--- config.mk ---
export PLATFORM = sky130hd
export DESIGN_NAME = scene_ram
export DESIGN_NICKNAME = d
export VERILOG_FILES = /design/src/scene_ram.sv
export SDC_FILE = /design/constraint.sdc
export NUM_CORES = 2
export LEC_CHECK = 0
export BUFFER_PORTS_ARGS = -buffer_cell sky130_fd_sc_hd__buf_2
export CAP_MARGIN = 5
export CORE_MARGIN = 2
export CORE_UTILIZATION = 63
export CTS_BUF_LIST = sky130_fd_sc_hd__clkbuf_2
export CTS_CLUSTER_DIAMETER = 30
export DETAILED_ROUTE_END_ITERATION = 16
export PLACE_DENSITY = 0.78
export SLEW_MARGIN = 20
export SYNTH_ARGS = -nofsm -noshare
export SYNTH_HDL_FRONTEND = slang
export SYNTH_SLANG_ARGS = --single-unit
--- constraint.sdc ---
create_clock -name clk -period 4.05 [get_ports clk]
set_input_delay 0.2025 -clock clk [delete_from_list [all_inputs] [get_ports clk]]
set_output_delay 0.2025 -clock clk [all_outputs]
set_load 0.02 [all_outputs]
--- src/scene_ram.sv ---
`timescale 1ns/1ps
`default_nettype none

module scene_ram #(
    parameter int  DEPTH   = 256,
    parameter type entry_t = logic [7:0]
) (
    input  logic                     clk,
    input  logic                     we,
    input  logic [$clog2(DEPTH)-1:0] waddr,
    input  entry_t                   wdata,
    input  logic [$clog2(DEPTH)-1:0] raddr,
    output entry_t                   rdata
);

    entry_t mem [DEPTH];

    always_ff @(posedge clk) begin
        if (we) begin
            mem[waddr] <= wdata;
        end
    end

    // data one cycle after the address edge
    always_ff @(posedge clk) begin
        rdata <= mem[raddr];
    end

    a_waddr_range: assert property (@(posedge clk) we |-> waddr < DEPTH)
        else $error("scene_ram write address %0h beyond depth %0d", waddr, DEPTH);

    a_raddr_range: assert property (@(posedge clk) raddr < DEPTH)
        else $error("scene_ram read address %0h beyond depth %0d", raddr, DEPTH);

endmodule

`default_nettype wire

==> out/results.tsv <==
metric	value	unit
status	finished clean	
endpoints failing setup	0	
Slew Limit Fails	0	
total die area	129000	um^2
largest net degree at the start of global routing	150	
CTS HTree Levels	5	
IO Pins	34	
gr ovfl total	0	
startpoint types	flop	
ys async rst share	0	%
gpl congestion	0.893	
Critical Path End Type	flop	
drt total wl	193000	um
part of the power in the clock network	33.5	%
placed cell area	81900	um^2
most numerous cell on the critical path	dlygate4sd3_1	
DR iter-0 viols	6410	
core area	125000	um^2
first-pass GRT wire length	281000	um
Vias/cell	6.68	
Die Span Y	359	um
Root Buffer	clkbuf_2	
clk_lat worst skew	1.86	ns
Max-Cap Viols	0	
fin crit period	3.97	ns
count of different cell masters after synthesis	55	
# rows	130	
initial antenna violation count	13	
Top FF cell, synth	edfxtp_1	
Residual DRC	0	
Die X	359	um
worst path arrival time	5.73	ns
top-area cell type share of the netlist area	77.3	%
port bufs	33	
Yosys reg bits	2056	
CTS tree	yes	
Post-DRT Antenna Nets	0	
Filler Cells Inserted	7493	
synthesized area	79600	um^2
RSZ-0062 raised after global routing	false	
final period utilization	98.1	%
clock sink count	2056	
setup TNS	0	ns
Post-Syn Nets	3759	
Post-synth top cells	edfxtp_1, mux4_2, nor2_1	
Yosys warnings	0	
CP peak stage delay	0.65	ns
final hold vios	0	
hold crit path type	in -> reg	
Pwr Density	443	nW/um^2
sequential power share	60.7	%
Pint	29.3	mW
post-synth top area cell	edfxtp_1	
first drt pass iteration count	7	
DP HPWL	116000	um
buffer and inverter count on the worst path	4	
drt wl/cell	30.6	um
setup ws final	0.0762	ns
cells after synthesis	3733	
Syn-to-layout area delta	9.77	%
FF-to-FF setup slack	0.08	ns
DR vias	42000	
P_leak	28.0	nW
synthesized area per cell	21.3	um^2
number of global-route vias before repair	42200	
CP Max Fanout	1	
Psw	9.40	mW
Largest delay share family, worst path	buffers and inverters	
Reg clk slew, reported paths	0.11	ns
Sw Share	24.3	%
most numerous cell in the Yosys netlist	edfxtp_1	
CP Class	reg -> reg	
WP data required	5.81	ns
maximum clock path buffer count	4	
Fmax	252	MHz
top cells by area, synth	edfxtp_1, mux4_2, mux2i_1	
final net count	4296	
post-synthesis sequential area ratio	77.5	%
slowest CP cell	dlygate4sd3_1	
Max-slew headroom	18.2	%
Initial Utilization	63.4	%
gr usage total	30.2	%
Worst Tran Pin Value	1.23	ns
Logic pwr share	5.8	%
TritonCTS buffer count	489	
VDD IR max	0.331	mV
post-route design area	87300	um^2
Final Total Pwr	38.7	mW
EDFF count, synth	2048	
Placement Setup Slack	0.545	ns
Max Clock Skew	0.235	ns
CP cell instances	mux4_2 > a22oi_1 > dlygate4sd3_1 > a21oi_1 > dlygate4sd3_1 > nor3_2 > dlygate4sd3_1 > nor4_1 > dlygate4sd3_1	
fraction of layout instances using a drive strength above 1	29.9	%
[final cells by class]
type | count | area, um^2 | area share, %
sequential | 2056 | 61700 | 70.6
multi-input combinational | 1442 | 16500 | 18.9
clock buffer | 678 | 3390 | 3.89
timing repair buffer | 279 | 2780 | 3.18
tap | 1650 | 2060 | 2.36
clock inverter | 175 | 906 | 1.04
antenna | 8 | 20.0 | 0.0229
inverter | 2 | 7.51 | 0.00860
[power by group through the flow]
stage	combinational [mW]	clock, mW	sequential [mW]
finish	2.23	13.0	23.5
global placement	2.04	0	24.0
global route	2.32	14.2	23.5
CTS	2.19	13.1	23.5
floorplan	1.14	0	23.9
detailed placement	2.08	0	24.0
[worst min-delay path: cells and delay by family]
family	cells	cell delay, ns
AO/OA/AOI/OAI	1	0.16
AND/OR/NAND/NOR	3	0.43
buffers and inverters	4	1.22
[cells in the final DEF (no fill, tap or decap), types with 5 or more instances in the layout]
master	count
a211oi_1	16
a21oi_1	96
a221oi_1	13
a22o_1	8
a22oi_1	133
and2_1	6
buf_12	24
buf_16	8
buf_2	22
buf_4	130
bufinv_16	8
clkbuf_2	678
clkbuf_8	8
clkinv_1	137
clkinv_2	25
dfxtp_1	8
diode_2	8
dlygate4sd3_1	85
edfxtp_1	2048
mux2i_1	134
mux4_2	454
nand2_1	32
nand2b_1	8
nand3_1	34
nand4_1	10
nor2_1	279
nor2b_1	28
nor3_1	21
nor4_1	23
o211ai_1	10
o21ai_0	10
o221ai_1	46
o22a_1	5
o22ai_1	28
[sequential cells by signal, indices dropped and copies added (netlist names)]
name and flops:
rdata 8, mem 2048
[worst paths after layout]
check | start | to | cells past startpoint
max | mem[159][4]$_DFFE_PP_ | rdata[4]$_DFF_P_ | 9
min | raddr[4] | rdata[0]$_DFF_P_ | 8
max reg2reg | mem[159][4]$_DFFE_PP_ | rdata[4]$_DFF_P_ | 9
min reg2reg | mem[99][7]$_DFFE_PP_ | rdata[7]$_DFF_P_ | 6
[layer usage]
metal / global-route usage, % / up-vias / share of wire [%]
li1: - / 17100 / -
met1: 42.2 / 21300 / 36
met2: 45.9 / 3155 / 47
met3: 9.51 / 459 / 14
met4: 10.8 / 12 / 3.1
met5: 0 / - / 0.039
[stage by stage]
step / cells / utilization, % / hold slack (ns)
floorplan: 3733 / - / 0.301
global placement: 5335 / 65.3 / 0.756
detailed placement: 5335 / 65.3 / 0.750
CTS: 6281 / 69.6 / 0.000259
global route: 6288 / 69.6 / 0.134
finish: 6290 / 69.6 / 0.234
[logic make-up (layout without fill, tap and decap cells)]
kind of cell | Yosys count | count (layout) | synth area share (%)
AND/OR/NAND/NOR | 466 | 466 | 2.63
AO/OA/AOI/OAI | 385 | 385 | 3.42
multiplexers | 591 | 591 | 14.6
buffers and inverters | 235 | 1134 | 1.83
other | 0 | 8 | 0
flip-flops | 2056 | 2056 | 77.5
[what timing repair did]
item,CTS,global route
endpoints found under the setup margin,0,2
hold buffers,93,0
gates resized for setup,0,2
hold endpoints to repair,4104,0
setup buffers,0,0
(Power assumes the default switching activity.)
