`src/geom_pkg.sv`:
```
`default_nettype none

package geom_pkg;

    // fractional bits of the model scale
    localparam int SCALE_FRAC = 4;

    // clear colour until instance 0 has been read
    localparam logic [11:0] BG_DEFAULT = 12'hFFF;

    typedef logic signed [15:0] coord_t;

    // 4 bits each of r, g, b
    typedef logic [11:0] color12_t;

    typedef struct packed {
        coord_t   x;
        coord_t   y;
        coord_t   z;
        color12_t color;
    } vertex_t;

    // Q4.4 scale, 16 is unity
    typedef struct packed {
        logic signed [7:0] scale;
        coord_t            tx;
        coord_t            ty;
        coord_t            tz;
    } transform_t;

    typedef struct packed {
        vertex_t v0;
        vertex_t v1;
        vertex_t v2;
    } triangle_t;

endpackage

`default_nettype wire
```
`src/scene_pkg.sv`:
```
`default_nettype none

package scene_pkg;

    import geom_pkg::*;

    localparam int TBL_ADDR_W = 13;
    localparam int TBL_DATA_W = 128;

    typedef enum logic [1:0] {
        TBL_INST,
        TBL_TRI,
        TBL_VERT
    } table_sel_t;

    // each table takes the low bits of data
    typedef struct packed {
        logic                  we;
        table_sel_t            sel;
        logic [TBL_ADDR_W-1:0] addr;
        logic [TBL_DATA_W-1:0] data;
    } scene_wr_t;

    // indices relative to the instance vertex base
    typedef struct packed {
        logic [7:0] i0;
        logic [7:0] i1;
        logic [7:0] i2;
    } tri_idx_t;

    // instance 0 uses only xf translation and color
    typedef struct packed {
        logic [12:0] vert_base;
        logic [12:0] tri_base;
        logic [7:0]  tri_count;
        transform_t  xf;
        color12_t    color;
    } inst_desc_t;

    typedef struct packed {
        vertex_t    vert;
        transform_t xf;
        logic       last;
    } lane_in_t;

    typedef struct packed {
        vertex_t vert;
        logic    last;
    } lane_out_t;

endpackage

`default_nettype wire

```
`src/vertex_xform.sv`:
```
`timescale 1ns/1ps
`default_nettype none

module vertex_xform import geom_pkg::*, scene_pkg::*; (
    input  logic       clk,
    input  logic       rst,
    input  logic       in_valid,
    input  lane_in_t   in_data,
    input  transform_t cam,
    output logic       out_valid,
    output lane_out_t  out_data
);

    localparam int PROD_W = 24;

    logic                     s1_valid;
    logic signed [PROD_W-1:0] s1_px;
    logic signed [PROD_W-1:0] s1_py;
    logic signed [PROD_W-1:0] s1_pz;
    coord_t                   s1_tx;
    coord_t                   s1_ty;
    coord_t                   s1_tz;
    color12_t                 s1_color;
    logic                     s1_last;

    // drop the fraction, add both offsets, wrap to 16 bits
    function automatic coord_t place(input logic signed [PROD_W-1:0] prod,
                                     input coord_t model_t, input coord_t cam_t);
        logic signed [PROD_W-1:0] sum;
        sum = (prod >>> SCALE_FRAC) + model_t + cam_t;
        return sum[15:0];
    endfunction

    always_ff @(posedge clk or posedge rst) begin
        if (rst) begin
            s1_valid  <= 1'b0;
            out_valid <= 1'b0;
        end else begin
            s1_valid  <= in_valid;
            out_valid <= s1_valid;
        end
    end

    // stage 1 products
    always_ff @(posedge clk) begin
        s1_px    <= in_data.vert.x * in_data.xf.scale;
        s1_py    <= in_data.vert.y * in_data.xf.scale;
        s1_pz    <= in_data.vert.z * in_data.xf.scale;
        s1_tx    <= in_data.xf.tx;
        s1_ty    <= in_data.xf.ty;
        s1_tz    <= in_data.xf.tz;
        s1_color <= in_data.vert.color;
        s1_last  <= in_data.last;
    end

    // stage 2 translate
    always_ff @(posedge clk) begin
        out_data.vert.x     <= place(s1_px, s1_tx, cam.tx);
        out_data.vert.y     <= place(s1_py, s1_ty, cam.ty);
        out_data.vert.z     <= place(s1_pz, s1_tz, cam.tz);
        out_data.vert.color <= s1_color;
        out_data.last       <= s1_last;
    end

endmodule

`default_nettype wire

```
`config.mk`:
```
export PLATFORM = sky130hd
export DESIGN_NAME = vertex_xform
export DESIGN_NICKNAME = d
export VERILOG_FILES = /design/src/geom_pkg.sv /design/src/scene_pkg.sv /design/src/vertex_xform.sv
export SDC_FILE = /design/constraint.sdc
export NUM_CORES = 1
export LEC_CHECK = 0
export BUFFER_PORTS_ARGS = -buffer_cell sky130_fd_sc_hd__buf_2
export CAP_MARGIN = 15
export CORE_UTILIZATION = 40
export DETAILED_ROUTE_END_ITERATION = 10
export PLACE_DENSITY = 0.58
export SKIP_LAST_GASP = 1
export SYNTH_ARGS = -nofsm -noshare
export SYNTH_HDL_FRONTEND = slang
export SYNTH_SLANG_ARGS = --single-unit
```
`constraint.sdc`:
```
create_clock -name clk -period 2.4 [get_ports clk]
set_input_delay 0 -clock clk [delete_from_list [all_inputs] [get_ports clk]]
set_output_delay 0 -clock clk [all_outputs]
set_load 0.05 [all_outputs]
```
==> summary.txt <==
Synth
  – Synth Register Bits: 172
  – Asr flop ratio synth: 0.0116
  – Synth Net Count: 2511
  – Synthesized area: 0.0181 mm^2
  – Seq/Total Area, Yosys: 0.191
  – Unique masters post-synth: 55
  – Syn avg cell area: 9.63 um^2
  – Top_reg_cell synth: dfxtp_1
  – EDFF count, synth: 0
  – Gate Count Post-Synth: 1876
  – Ys Warns: 0

Timing
  – Max Freq: 0.286 GHz
  – Max Transition Viols Final: 0
  – Fin crit period: 3500 ps
  – Actual slew at the worst max-slew pin: 530 ps
  – Min Hold Slack: 83.3 ps
  – Relative slew slack: 0.647
  – Final Hold Viols: 0
  – Post-Route Skew: 11.1 ps
  – RSZ-0062 raised after global routing: yes
  – Final setup TNS: -32650 ps
  – Final period util: 1.46
  – Final worst slack: -1100 ps
  – Final setup vio count: 53

Final layout
  – Nets: 3068
  – Design area: 0.0253 mm^2
  – Fill cell count: 3838
  – Most frequent cells in the layout: inv_1, fa_1, buf_2
  – Layout cells sized above 1: 0.325
  – Area grow syn2layout: 39.8%
  – Commonest non-fill, non-tap cell in the layout: inv_1

Global route
  – Met2 global-route usage: 0.343
  – Vias in the first global route: 15200
  – Global-route usage over all layers: 0.201
  – Initial antenna violation count: 7
  – First-pass GRT wire length: 73800 um
  – Met1 global-route usage: 0.257
  – Global route overflow: 0
  – Largest net degree at the start of global routing: 21
  – Gr busiest metal: met2
  – M3 GR Usage: 0.0420

Power
  – P_int: 17.9 mW
  – Sw Pwr: 14.4 mW
  – Clk network pwr share: 0.087
  – LEAKAGE: 12.2 nW
  – Sw Ratio: 0.446
  – PwrDens: 1280 mW/mm^2
  – Maximum vdd drop: 766 uV
  – Overall power: 32.3 mW
  – Comb power frac: 0.775
  – Sequential Power Share: 0.138

Clock network
  – Clk_lat worst skew: 470 ps
  – Clock sink count: 172
  – Root Driver: clkbuf_16
  – Worst-path clk slew: 60 ps
  – Total CTS buffers: 17
  – CTS tree: yes
  – H-Tree Level Count: 4
  – Longest Clk Path Bufs: 2

Critical path
  – CP max stage delay: 530 ps
  – CP bufs+invs: 4
  – Top delay family on crit path: adder cells
  – Kind of critical path: in -> reg
  – Cell repeated most along the worst path: fa_1
  – Slowest cell on crit path: fa_1
  – Max Fanout on Critical Path: 8
  – Critical Path End Type: register
  – Critical Path Source Type: input pin
  – Critical Path AT: 3860 ps
  – CP Cell Sequence: buf_16 > buf_16 > and2_4 > fa_1 > inv_1 > fa_1 > fa_1 > fa_1 > inv_2 > ha_4 > o21a_1 > o31a_1 > o21ai_2 > a211o_1 > a211o_1 > o311ai_1
  – Worst EP required: 2760 ps

Die
  – Die W: 214 um
  – Die H: 214 um
  – Top-Level Pins: 238
  – Starting density of the core: 0.407
  – Core ar.: 0.0444 mm^2
  – Placement row count: 77
  – Die area: 0.0460 mm^2

Detailed routing
  – First-pass detailed-route iteration total: 5
  – Final wirelength: 44300 um
  – Post-DR vias/cell: 4.62
  – WL per Instance: 14.6 um
  – Detailed-route via count: 14100
  – Routed Antenna Nets: 0
  – DR DRC count: 0
  – Drt initial violations: 444

Outcome
  – Failing checks: setup timing
  – Status: finished, violations left

Hold path
  – Worst hold path class: in -> reg

Place
  – Dpl cell area: 0.0219 mm^2
  – Routability cong.: 0.843
  – # port buffers: 229
  – Hpwl dp: 33900 um

Run
  – Max cap viols: 0
-- routing by layer --
metal | vias to the layer above | share of wire
li1 | 6867 | -
met1 | 6929 | 0.45
met2 | 213 | 0.50
met3 | 37 | 0.037
met4 | 4 | 0.013
met5 | - | 0.00061
-- tightest hold or removal path, delay by kind of cell --
family	cells	cell delay [ps]
buffers and inverters	1	90
adders and majority gates	2	330
xor gates and xnor gates	1	70
-- worst paths after layout --
check / cells past startpoint / start / slack (ps) / endpoint
worst max-delay path: 16 / in_data[52] / -1100 / s1_px[18]$_DFF_P_
worst min-delay path: 4 / cam[9] / 80 / out_data[22]$_DFF_P_
worst max register to register: 11 / s1_tz[1]$_DFF_P_ / -170 / out_data[28]$_DFF_P_
worst min register to register: 0 / s1_color[0]$_DFF_P_ / 330 / out_data[1]$_DFF_P_
max in group asynchronous: 4 / rst / 1790 / out_valid$_DFF_PP0_
min in group asynchronous: 4 / rst / 500 / s1_valid$_DFF_PP0_
-- power groups by stage --
stage / sequential (mW) / clock [mW] / combinational, mW
after floorplan: 6.00 / 0 / 13.3
after global placement: 4.51 / 0 / 20.9
after detailed placement: 4.54 / 0 / 21.4
after CTS: 4.48 / 2.94 / 23.5
after global routing: 4.55 / 3.05 / 27.8
final: 4.45 / 2.81 / 25.1
-- cell families (layout without fill, tap and decap cells) --
family | after synthesis | after routing | share of synthesized area
adder cells (fa/ha/maj) | 459 | 459 | 0.443
AO/OA/AOI/OAI | 206 | 206 | 0.0754
XOR/XNOR | 108 | 108 | 0.0524
AND/OR/NAND/NOR | 492 | 492 | 0.146
multiplexers | 3 | 3 | 0.00166
buffers and inverters | 436 | 1006 | 0.0907
other | 0 | 6 | 0
flip-flops | 172 | 172 | 0.191
-- area by class of cell --
class	instances	area (um^2)	share of cell area
antenna	6	15.0	0.000595
clock buffer	21	460	0.0182
clock inverter	11	136	0.00540
inverter	401	1510	0.0599
multi-input combinational	1268	14300	0.566
sequential	172	3460	0.137
tap	592	741	0.0293
timing repair buffer	573	4640	0.184
-- per-stage QoR --
| stage | setup WS [ps] | util | cells |
|---|---|---|---|
| global placement | -1660 | 0.493 | 2871 |
| detailed placement | -1800 | 0.493 | 2871 |
| CTS | -1010 | 0.553 | 3022 |
| finish | -1100 | 0.569 | 3044 |
| floorplan | -1320 | - | 1876 |
| global route | -1170 | 0.569 | 3043 |
-- registers in the layout, indices dropped and copies added (netlist names) --
| register | flops |
|---|---|
| s1_ty | 16 |
| s1_pz | 16 |
| s1_color | 12 |
| s1_tz | 16 |
| s1_py | 16 |
| out_valid | 1 |
| s1_last | 1 |
| out_data | 61 |
| s1_tx | 16 |
| s1_px | 16 |
| s1_valid | 1 |
-- synth_stat cells (18+ instances only) --
cell      number  share of area
a21oi_1       58          0.016
xnor2_1       90          0.044
xor2_1        18         0.0087
inv_1        400          0.083
nand2_1      104          0.022
nor2_1        66          0.014
a21o_1        18         0.0075
and2_1       245          0.085
ha_1         159           0.11
o21ai_0       38          0.011
fa_1         300           0.33
clkbuf_1      31         0.0064
dfxtp_1      170           0.19
o21a_1        20         0.0083
-- repair_timing --
action / 4_1_cts / 5_1_grt
hold endpoints to repair: 72 / 0
resized for setup: 207 / 127
buffers inserted: 35 / 21
pin swaps: 117 / 93
hold buffers: 72 / 0
setup endpoints to repair: 65 / 65
cloned: 12 / 2
Note: power is estimated with default switching activity, not from simulation.
