==> src/geom_pkg.sv <==
`default_nettype none

package geom_pkg;

    // fractional bits of the model scale
    localparam int SCALE_FRAC = 4;

    // clear colour until instance 0 has been read
    localparam logic [11:0] BG_DEFAULT = 12'hFFF;

    typedef logic signed [15:0] coord_t;

    // 4 bits each of r, g, b
    typedef logic [11:0] color12_t;

    typedef struct packed {
        coord_t   x;
        coord_t   y;
        coord_t   z;
        color12_t color;
    } vertex_t;

    // Q4.4 scale, 16 is unity
    typedef struct packed {
        logic signed [7:0] scale;
        coord_t            tx;
        coord_t            ty;
        coord_t            tz;
    } transform_t;

    typedef struct packed {
        vertex_t v0;
        vertex_t v1;
        vertex_t v2;
    } triangle_t;

endpackage

`default_nettype wire
==> src/scene_pkg.sv <==
`default_nettype none

package scene_pkg;

    import geom_pkg::*;

    localparam int TBL_ADDR_W = 13;
    localparam int TBL_DATA_W = 128;

    typedef enum logic [1:0] {
        TBL_INST,
        TBL_TRI,
        TBL_VERT
    } table_sel_t;

    // each table takes the low bits of data
    typedef struct packed {
        logic                  we;
        table_sel_t            sel;
        logic [TBL_ADDR_W-1:0] addr;
        logic [TBL_DATA_W-1:0] data;
    } scene_wr_t;

    // indices relative to the instance vertex base
    typedef struct packed {
        logic [7:0] i0;
        logic [7:0] i1;
        logic [7:0] i2;
    } tri_idx_t;

    // instance 0 uses only xf translation and color
    typedef struct packed {
        logic [12:0] vert_base;
        logic [12:0] tri_base;
        logic [7:0]  tri_count;
        transform_t  xf;
        color12_t    color;
    } inst_desc_t;

    typedef struct packed {
        vertex_t    vert;
        transform_t xf;
        logic       last;
    } lane_in_t;

    typedef struct packed {
        vertex_t vert;
        logic    last;
    } lane_out_t;

endpackage

`default_nettype wire

==> src/frame_driver.sv <==
`timescale 1ns/1ps
`default_nettype none

module frame_driver import geom_pkg::*, scene_pkg::*; #(
    parameter int MAX_VERT = 8192,
    parameter int MAX_TRI  = 8192,
    parameter int MAX_INST = 256
) (
    input  logic                        clk,
    input  logic                        rst,
    input  logic                        frame_start,
    input  logic [7:0]                  num_inst,
    input  logic                        raster_ready,
    output logic [$clog2(MAX_INST)-1:0] inst_addr,
    input  inst_desc_t                  inst_rd,
    output logic [$clog2(MAX_TRI)-1:0]  tri_addr,
    input  tri_idx_t                    tri_rd,
    output logic [$clog2(MAX_VERT)-1:0] vert_addr,
    input  vertex_t                     vert_rd,
    output logic                        lane_valid,
    output lane_in_t                    lane_in [3],
    output transform_t                  cam,
    output color12_t                    bg_color,
    output logic                        busy,
    input  logic                        done_seen
);

    localparam int IA_W = $clog2(MAX_INST);
    localparam int TA_W = $clog2(MAX_TRI);
    localparam int VA_W = $clog2(MAX_VERT);

    typedef enum logic [3:0] {
        S_IDLE,
        S_CAM_RD,
        S_CAM_CAP,
        S_INST_RD,
        S_INST_CAP,
        S_TRI_RD,
        S_TRI_CAP,
        S_V0_REQ,
        S_V0_CAP,
        S_V1_CAP,
        S_V2_CAP,
        S_ISSUE,
        S_END,
        S_WAIT
    } state_t;

    state_t      state;
    logic [7:0]  num_inst_r;
    logic [7:0]  inst_cnt;
    logic [7:0]  tri_left;
    logic [12:0] vert_base_r;
    transform_t  xf_r;
    tri_idx_t    idx_r;
    vertex_t     vtx_r [3];
    logic        start_ok;
    logic        last_inst;

    function automatic logic [VA_W-1:0] vaddr(input logic [12:0] base, input logic [7:0] idx);
        return VA_W'(base + 13'(idx));
    endfunction

    assign start_ok   = frame_start && !busy;
    assign last_inst  = (inst_cnt == num_inst_r);
    assign lane_valid = (state == S_ISSUE || state == S_END) && raster_ready;
    // drops together with frame_done
    assign busy       = (state != S_IDLE) && !(state == S_WAIT && done_seen);
    assign inst_addr  = IA_W'(inst_cnt);

    always_comb begin
        for (int i = 0; i < 3; i++) begin
            lane_in[i].vert = vtx_r[i];
            lane_in[i].xf   = xf_r;
            lane_in[i].last = (state == S_END);
        end
    end

    always_ff @(posedge clk or posedge rst) begin
        if (rst) begin
            state      <= S_IDLE;
            num_inst_r <= '0;
            inst_cnt   <= '0;
            tri_left   <= '0;
            tri_addr   <= '0;
            vert_addr  <= '0;
            cam        <= '0;
            bg_color   <= BG_DEFAULT;
        end else if (start_ok) begin
            state      <= S_CAM_RD;
            num_inst_r <= num_inst;
            inst_cnt   <= '0;
        end else begin
            case (state)
                S_CAM_RD: state <= S_CAM_CAP;
                S_CAM_CAP: begin
                    cam      <= inst_rd.xf;
                    bg_color <= inst_rd.color;
                    if (last_inst) begin
                        state <= S_END;
                    end else begin
                        inst_cnt <= inst_cnt + 8'd1;
                        state    <= S_INST_RD;
                    end
                end
                S_INST_RD: state <= S_INST_CAP;
                S_INST_CAP: begin
                    tri_left <= inst_rd.tri_count;
                    tri_addr <= TA_W'(inst_rd.tri_base);
                    // empty instances are skipped
                    if (inst_rd.tri_count != 8'd0) begin
                        state <= S_TRI_RD;
                    end else if (last_inst) begin
                        state <= S_END;
                    end else begin
                        inst_cnt <= inst_cnt + 8'd1;
                        state    <= S_INST_RD;
                    end
                end
                S_TRI_RD: state <= S_TRI_CAP;
                S_TRI_CAP: begin
                    vert_addr <= vaddr(vert_base_r, tri_rd.i0);
                    state     <= S_V0_REQ;
                end
                S_V0_REQ: begin
                    vert_addr <= vaddr(vert_base_r, idx_r.i1);
                    state     <= S_V0_CAP;
                end
                S_V0_CAP: begin
                    vert_addr <= vaddr(vert_base_r, idx_r.i2);
                    state     <= S_V1_CAP;
                end
                S_V1_CAP: state <= S_V2_CAP;
                S_V2_CAP: state <= S_ISSUE;
                S_ISSUE: begin
                    if (raster_ready) begin
                        if (tri_left != 8'd1) begin
                            tri_left <= tri_left - 8'd1;
                            tri_addr <= tri_addr + 1'b1;
                            state    <= S_TRI_RD;
                        end else if (last_inst) begin
                            state <= S_END;
                        end else begin
                            inst_cnt <= inst_cnt + 8'd1;
                            state    <= S_INST_RD;
                        end
                    end
                end
                S_END: begin
                    if (raster_ready) begin
                        state <= S_WAIT;
                    end
                end
                S_WAIT: begin
                    if (done_seen) begin
                        state <= S_IDLE;
                    end
                end
                default: state <= S_IDLE;
            endcase
        end
    end

    always_ff @(posedge clk) begin
        case (state)
            S_INST_CAP: begin
                vert_base_r <= inst_rd.vert_base;
                xf_r        <= inst_rd.xf;
            end
            S_TRI_CAP: idx_r <= tri_rd;
            S_V0_CAP: vtx_r[0] <= vert_rd;
            S_V1_CAP: vtx_r[1] <= vert_rd;
            S_V2_CAP: vtx_r[2] <= vert_rd;
            default: ;
        endcase
    end

    // a held triangle or end token waits in place for raster_ready
    a_issue_gate: assert property (@(posedge clk) disable iff (rst)
        (state == S_ISSUE || state == S_END) && !raster_ready |=> state == $past(state))
        else $error("issue left its state while raster_ready low");

    a_inst_range: assert property (@(posedge clk) disable iff (rst)
        start_ok |-> num_inst < MAX_INST)
        else $error("num_inst %0h beyond instance table", num_inst);

    // frame_done only answers an end token already sent
    a_done_wait: assert property (@(posedge clk) disable iff (rst) done_seen |-> state == S_WAIT)
        else $error("frame_done seen in state %0d", state);

endmodule

`default_nettype wire

==> config.mk <==
export PLATFORM = sky130hd
export DESIGN_NAME = frame_driver
export DESIGN_NICKNAME = d
export VERILOG_FILES = /design/src/geom_pkg.sv /design/src/scene_pkg.sv /design/src/frame_driver.sv
export SDC_FILE = /design/constraint.sdc
export NUM_CORES = 1
export LEC_CHECK = 0
export ABC_AREA = 1
export BUFFER_PORTS_ARGS = -buffer_cell sky130_fd_sc_hd__buf_2
export CAP_MARGIN = 20
export CELL_PAD_IN_SITES_DETAIL_PLACEMENT = 1
export CELL_PAD_IN_SITES_GLOBAL_PLACEMENT = 1
export CORE_AREA = 4 4 251 253
export DETAILED_ROUTE_END_ITERATION = 7
export DIE_AREA = 0 0 255 257
export PLACE_DENSITY_LB_ADDON = 0.1
export SLEW_MARGIN = 20
export SYNTH_ARGS = -nofsm -noshare
export SYNTH_HDL_FRONTEND = slang
export SYNTH_SLANG_ARGS = --single-unit
==> constraint.sdc <==
create_clock -name clk -period 4.44 [get_ports clk]
set_clock_uncertainty 0.15 [all_clocks]
set_input_delay 0.666 -clock clk [delete_from_list [all_inputs] [get_ports clk]]
set_output_delay 0.666 -clock clk [all_outputs]
set_load 0.03 [all_outputs]
==> metrics.md, run 1 <==
| Metric | Value |
|---|---|
| DR pass1 iterations | `4` |
| Post-synthesis register bit count | `a little under 400` |
| Final setup TNS | `0 ns` |
| Syn avg cell area | `roughly 12 sq um` |
| Crit path arrival time | `about 3.6 ns` |
| Clock Tree Root | `clkbuf_16` |
| Initial core utilization | `0.250` |
| Post-layout min period | `about 3.3 ns` |
| WHS | `around 0.12 ns` |
| RSZ-0062 raised after global routing | `no` |
| Hold Path Depth | `1` |
| Number of DRC markers in iteration 0 | `between 400 and 500` |
| Flop-to-flop setup slack | `approximately 1.1 ns` |
| Register area share after synthesis | `0.722` |
| Synthesized Nets | `around 1500` |
| Total Routing Usage GR | `0.164` |
| Netlist cell types | `40` |
| Max incr delay on CP | `~0.42 ns` |
| Overall power | `about 13 mW` |
| Maximum VDD drop | `roughly 0.24 mV` |
| Kind of critical path | `register to register` |
| Reg2reg path depth | `18` |
| Die X | `255 um` |
| Commonest register cell after synthesis | `edfxtp_1` |
| Cell Pwr Density | `between 600 and 700 mW/mm^2` |
| CTS sink cnt | `slightly below 400` |
| Die Ht | `approximately 260 um` |
| Hold Violations, Final | `0` |
| Worst path slowest cell | `dfrtp_1` |
| Reg clk slew, reported paths | `0.06 ns` |
| Leak pwr | `9.24 nW` |
| Ratio of final minimum period to clock period | `0.751` |
| Critical Path End Type | `register` |
| Num CTS Buffers | `45` |
| Hold crit path type | `input port to register` |
| Routed length per instance | `about 21 um` |
| Grt total ovfl | `0` |
| # DRC | `0` |
| EDFF count, synth | `about 270` |
| Largest net degree at the start of global routing | `a little over 70` |
| Crit-path max FO | `9` |
| Fin worst setup slack | `approximately 1.1 ns` |
| Port-buffer cells | `about 650` |
| Initial antenna violation count | `21` |
| Hold Startpoint | `inst_rd[89]` |
| Syn Inst Count | `roughly 1200` |
| IO Count | `about 650` |
| Cell Rows | `~90` |
| Area grow syn2layout | `31.2%` |
| Max Root-Sink Buffers | `3` |
| TritonCTS clock tree | `done` |
| H-tree depth | `2` |
| Number of global-route vias before repair | `11500` |
| DRT antenna net count | `0` |
| FMAX | `around 0.30 GHz` |
| Crit path cell chain | `nand2_2 > inv_1 > nand2_1 > clkinv_2 > nor2_2 > nand2_1 > nand3_1 > ha_1 > inv_1 > fa_1 > inv_1 > nand2_1 > o21ai_0 > nand2_1 > nand3_1 > nand3_1 > nand2_1 > o21ai_1` |
| Fraction of final layout cells sized beyond drive strength 1 | `0.415` |
| Total Nets Final | `between 2000 and 2500` |
| Core area | `roughly 0.061 sq mm` |
| Global-route wire length before repair | `about 80 mm` |
| Relative slew slack | `0.337` |
| Vias/cell | `a little over 4` |
| Slew @ Worst Pin | `around 0.99 ns` |
| Worst skew pair latency | `~0.57 ns` |
| Max cap viols | `0` |
| Worst reg2reg startpoint | `state[3]$_DFFE_PP0P_` |
| Hold path endpoint | `vert_base_r[0]$_DFFE_PP_` |
| Pre-CTS setup slack | `roughly 1.1 ns` |
| Slew Viols, Final | `0` |
| Die area | `~0.066 sq mm` |
| Capturing point of the worst reg2reg path | `vert_addr[12]$_DFFE_PP0P_` |
| Yosys Warn Count | `0` |
| CP required | `~4.7 ns` |
| Gp weighted congestion | `between 0.7 and 0.8` |
| Worst path most repeated cell | `nand2_1` |
| Utilization after layout | `0.328` |
| Synth Cell Area | `between 0.015 and 0.02 sq mm` |
| Status | `complete, no violations` |
| Post-detail-place hpwl | `between 40 and 50 mm` |
| Startpoint types | `register` |
| Post-synth ARST share | `0.315` |
| Setup violations, final | `0` |
| Routed wire length | `between 50 and 60 mm` |
| DR vias | `around 11000` |
-- registers in the layout, indices dropped and copies added, names as in the netlist --
name	flops
bg_color	12
cam	56
idx_r	16
inst_addr	8
lane_in	56
num_inst_r	8
state	4
tri_addr	13
tri_left	8
vert_addr	13
vert_base_r	13
vtx_r	180
-- worst max-delay path: cells and delay by family, from the launching register on --
kind                     cells  cell delay [ns]
adder cells (fa/ha/maj)      2             0.55
AND/OR/NAND/NOR             10             1.36
flip-flops                   1             0.42
buffers and inverters        4             0.37
AO/OA/AOI/OAI                2             0.36
-- cell usage in the layout, fill, tap and decap left out, drive strengths merged --
master / netlist / final
buf: 130 / 661
nand2: 408 / 408
edfxtp: 265 / 265
dfrtp: 110 / 110
inv: 70 / 70
clkbuf: 13 / 59
nand3: 52 / 52
nor2: 50 / 50
o21ai: 44 / 44
clkinv: 0 / 20
a21oi: 18 / 18
nand4: 14 / 14
ha: 12 / 12
dfstp: 12 / 12
xor2: 11 / 11
nor3: 9 / 9
diode: 0 / 7
xnor2: 5 / 5
a21o: 4 / 4
a22oi: 4 / 4
o211ai: 3 / 3
a31oi: 3 / 3
o22ai: 2 / 2
bufinv: 0 / 2
nor3b: 1 / 1
or2: 1 / 1
o21a: 1 / 1
o31ai: 1 / 1
a22o: 1 / 1
nand3b: 1 / 1
fa: 1 / 1
clkinvlp: 0 / 1
dlygate4sd3: 0 / 1
-- kinds of logic (layout without fill, tap and decap cells) --
family | count (synthesis) | after routing | share of synthesized area
adder cells (fa/ha/maj) | 13 | 13 | 0.0111
buffers and inverters | 213 | 814 | 0.0825
flip-flops | 387 | 387 | 0.722
AND/OR/NAND/NOR | 536 | 536 | 0.145
other | 0 | 7 | 0
XOR/XNOR | 16 | 16 | 0.00918
AO/OA/AOI/OAI | 81 | 81 | 0.0301
-- where the power goes --
part / internal, mW / switching, mW
registers: 4.73 / 0.449
clock network: 2.01 / 1.49
logic: 1.12 / 3.38
-- final cells by class --
class / count / area (sq um)
antenna: 7 / 17.5
sequential: 387 / 11000
inverter: 70 / 273
timing repair buffer: 662 / 3350
clock inverter: 23 / 191
clock buffer: 59 / 1190
fill: 6903 / 41000
multi-input combinational: 646 / 2990
tap: 790 / 988
-- worst max-delay path by stage --
stage | startpoint | end | slack, ns | cells past startpoint
after floorplan | rst | cam[0]$_DFFE_PP0P_ | 0.40 | 1
after global placement | state[1]$_DFFE_PP0P_ | vert_addr[10]$_DFFE_PP0P_ | 1.13 | 14
after detailed placement | state[1]$_DFFE_PP0P_ | vert_addr[12]$_DFFE_PP0P_ | 1.07 | 14
after CTS | state[1]$_DFFE_PP0P_ | vert_addr[12]$_DFFE_PP0P_ | 1.07 | 14
after global routing | state[2]$_DFFE_PP0P_ | vert_addr[8]$_DFFE_PP0P_ | 0.71 | 19
final | state[3]$_DFFE_PP0P_ | vert_addr[12]$_DFFE_PP0P_ | 1.11 | 18
-- per-stage QoR --
| stage | instance area, sq um | std cells |
|---|---|---|
| 2_1_floorplan | 15300 | 1246 |
| 5_1_grt | 20000 | 2641 |
| 3_5_place_dp | 18600 | 2554 |
| 3_3_place_gp | 18600 | 2554 |
| 6_report | 20000 | 2644 |
| 4_1_cts | 20000 | 2636 |
-- cells in the mapped netlist (all sizes together) (9+ instances only) --
| master | count | area, sq um |
|---|---|---|
| nor3 | 9 | 50.1 |
| inv | 70 | 263 |
| nand2 | 408 | 1550 |
| nor2 | 50 | 236 |
| ha | 12 | 150 |
| a21oi | 18 | 101 |
| dfstp | 12 | 315 |
| o21ai | 44 | 220 |
| dfrtp | 110 | 2750 |
| xor2 | 11 | 96.3 |
| clkbuf | 13 | 48.8 |
| buf | 130 | 947 |
| edfxtp | 265 | 7960 |
| nand3 | 52 | 265 |
| nand4 | 14 | 87.6 |
-- layer usage --
layer | vias to the layer above | part of all wire | track usage
met2 | 374 | 0.51 | 0.291
met3 | 91 | 0.091 | 0.0616
li1 | 5193 | - | -
met4 | 20 | 0.024 | 0.0483
met5 | - | 0.0024 | 0
met1 | 5320 | 0.38 | 0.184
-- timing repair --
item                      CTS  global route
hold buffers                0             1
gates resized for setup     0             0
hold endpoints to repair    0             1
buffers inserted            0             0
(Power assumes the default switching activity.)
==> run 2, diff against run 1 <==
clock period = 3.4 ns   (was 4.44 ns; I/O delays follow)
==> run 2 against run 1 <==
Via count is 6.8% higher. Register-to-register slack lost 0.79 ns. Sequential power grew 31%. Global-route usage rose by 0.45 points. First-iteration DRC count grew 13%. Total power grew 34%. Routed wire length rose by 2.2%. Sequential share of layout area shrank 4.3 points. Critical path depth stayed put. Worst setup slack worse by 0.79 ns. Cell count increased by 6.1%. Clock power rose by 38%. Largest cell class unchanged.
==> metrics.md, run 2 (same netlist as run 1, synthesis figures left out) <==
| Metric | Value |
|---|---|
| Largest net degree at the start of global routing | `between 100 and 150` |
| TritonCTS clock tree | `done` |
| Utilization after layout | `0.356` |
| Clock power frac | `0.273` |
| DR vias | `approximately 12000` |
| Number of DRC markers in iteration 0 | `around 490` |
| Reg clk slew, reported paths | `roughly 0.060 ns` |
| Flop-to-flop setup slack | `0.32 ns` |
| WP buf/inv | `4` |
| Cell Pwr Density | `roughly 810 mW/mm^2` |
| Clock Tree Root | `clkbuf_16` |
| Max cap viols | `0` |
| Seq. cell area | `0.0110 sq mm` |
| FMAX | `between 0.3 and 0.4 GHz` |
| Status | `complete, no violations` |
| Fin worst setup slack | `about 0.32 ns` |
| Internal | `around 11 mW` |
| Pre-CTS setup slack | `roughly 0.29 ns` |
| Fraction of final layout cells sized beyond drive strength 1 | `0.388` |
| Die Ht | `roughly 260 um` |
| Gp weighted congestion | `just under 0.8` |
| Hold Violations, Final | `0` |
| Largest register FFs | `between 150 and 200` |
| Switching pwr | `approximately 7 mW` |
| CP required | `3.69 ns` |
| Crit path arrival time | `3.37 ns` |
| Slew Viols, Final | `0` |
| Origin of the worst setup path | `state[3]$_DFFE_PP0P_` |
| Number of global-route vias before repair | `~12000` |
| Maximum VDD drop | `slightly above 0.4 mV` |
| DRT antenna net count | `0` |
| Port-buffer cells | `approximately 650` |
| Crit-path max FO | `10` |
| Routed length per instance | `approximately 20 um` |
| Initial core utilization | `0.250` |
| Relative slew slack | `0.326` |
| Top delay family on crit path | `simple AND/OR/NAND/NOR gates` |
| Post-detail-place hpwl | `approximately 44 mm` |
| Crit path cell chain | `nand2_2 > inv_1 > nand2_1 > clkinv_2 > nor2_2 > nand2_1 > nand3_1 > ha_1 > inv_1 > fa_1 > inv_1 > nand2_1 > o21ai_0 > nand2_1 > nand3_1 > nand3_1 > nand2_1 > o21ai_0` |
| Initial antenna violation count | `6` |
| Final setup TNS | `0 ns` |
| # DRC | `0` |
| Max Root-Sink Buffers | `3` |
| Fill count | `around 6900` |
| Grt total ovfl | `0` |
| Overall power | `17.7 mW` |
| Num CTS Buffers | `45` |
| DR pass1 iterations | `4` |
| Vias/cell | `between 4 and 5` |
| Post-layout min period | `a little over 3 ns` |
| Switching part of the total | `0.398` |
| Capturing point of the worst reg2reg path | `vert_addr[10]$_DFFE_PP0P_` |
| Max incr delay on CP | `0.44 ns` |
| Startpoint types | `register` |
| Die area | `between 0.06 and 0.07 sq mm` |
| Area grow syn2layout | `42.3%` |
| Global-route wire length before repair | `approximately 84 mm` |
| IO Count | `654` |
| Setup violations, final | `0` |
| Critical Path Stages | `18` |
| Seq pwr share | `0.383` |
| RSZ-0062 raised after global routing | `no` |
| Cell Rows | `slightly above 90` |
| Routed wire length | `roughly 58 mm` |
| Total Nets Final | `between 2000 and 2500` |
| Critical Path End | `vert_addr[10]$_DFFE_PP0P_` |
| Ratio of final minimum period to clock period | `0.906` |
| Leak pwr | `between 9 and 10 nW` |
| H-tree depth | `2` |
| Worst path slowest cell | `dfrtp_1` |
| Total Routing Usage GR | `0.169` |
| Worst skew pair latency | `~0.56 ns` |
| Worst path most repeated cell | `nand2_1` |
| Die X | `255 um` |
| Comb power frac | `0.345` |
| Register name with the most flops | `vtx_r` |
| Slew @ Worst Pin | `1.01 ns` |
| Worst reg2reg startpoint | `state[3]$_DFFE_PP0P_` |
| Commonest non-fill, non-tap cells in the layout | `653 x buf_2, 400 x nand2_1, 265 x edfxtp_1` |
| Kind of critical path | `register to register` |
| Final cell count without fillers | `between 2000 and 3000` |
| CTS sink cnt | `around 390` |
| Critical Path End Type | `register` |
| Placed Instances | `roughly 2600` |
| Reg2reg path depth | `18` |
| Hold crit path type | `input port to async pin` |
| Multi-input gate area | `approximately 0.0030 sq mm` |
| Most common cell after layout, fill and taps aside | `buf_2` |
| Core area | `0.0610 sq mm` |
| PostCTS Resize Cnt | `0` |
[run 2: power groups by stage]
stage,clock network [mW],registers (mW),logic [mW]
after global routing,5.19,6.90,6.66
after floorplan,0,8.36,2.50
after global placement,0,6.83,6.07
final,4.82,6.76,6.09
after detailed placement,0,6.86,6.10
after CTS,4.99,6.78,6.27
[run 2: final cells by class]
cell class                 instances  share of cell area
antenna                            5            0.000576
clock buffer                      55              0.0545
clock inverter                    26              0.0120
inverter                          70              0.0124
multi-input combinational        646               0.138
sequential                       387               0.508
tap                              790              0.0455
timing repair buffer             827               0.230
[run 2: worst min-delay path, cell delays in order]
cell and delay [ns]:
buf_2 0.11, clkinvlp_4 0.07, buf_12 0.53
[run 2: worst min path at each step]
stage / start / endpoint / slack [ns] / cells after the start
2_1_floorplan: tri_left[7]$_DFFE_PP0P_ / tri_left[7]$_DFFE_PP0P_ / 0.30 / 2
3_3_place_gp: bg_color[6]$_DFFE_PP1P_ / bg_color[6]$_DFFE_PP1P_ / 0.30 / 2
3_5_place_dp: cam[12]$_DFFE_PP0P_ / cam[12]$_DFFE_PP0P_ / 0.30 / 2
4_1_cts: vert_rd[33] / vtx_r[0][33]$_DFFE_PN_ / 0.002 / 1
5_1_grt: vert_rd[1] / vtx_r[0][121]$_DFFE_PN_ / 0.002 / 1
6_report: rst / tri_addr[6]$_DFFE_PP0P_ / 0.02 / 3
[run 2: timing repair]
action / in CTS / in global routing
endpoints found under the hold margin: 311 / 0
setup endpoints to repair: 0 / 3
hold buffers: 157 / 0
setup buffers: 0 / 3
[run 2: layer usage]
| metal | vias up | track usage | wire, um |
|---|---|---|---|
| met5 | - | 0 | 0 |
| met4 | 0 | 0.0487 | 1630 |
| met3 | 79 | 0.0462 | 3970 |
| met2 | 378 | 0.303 | 29300 |
| met1 | 5758 | 0.197 | 22700 |
| li1 | 5532 | - | - |
[run 2: through the flow]
step                      hold WS, ns  cell area, sq um
after global placement          0.300             18700
after floorplan                 0.299             15300
after CTS                     0.00183             21700
after global routing          0.00246             21700
after detailed placement        0.303             18700
final                          0.0197             21700
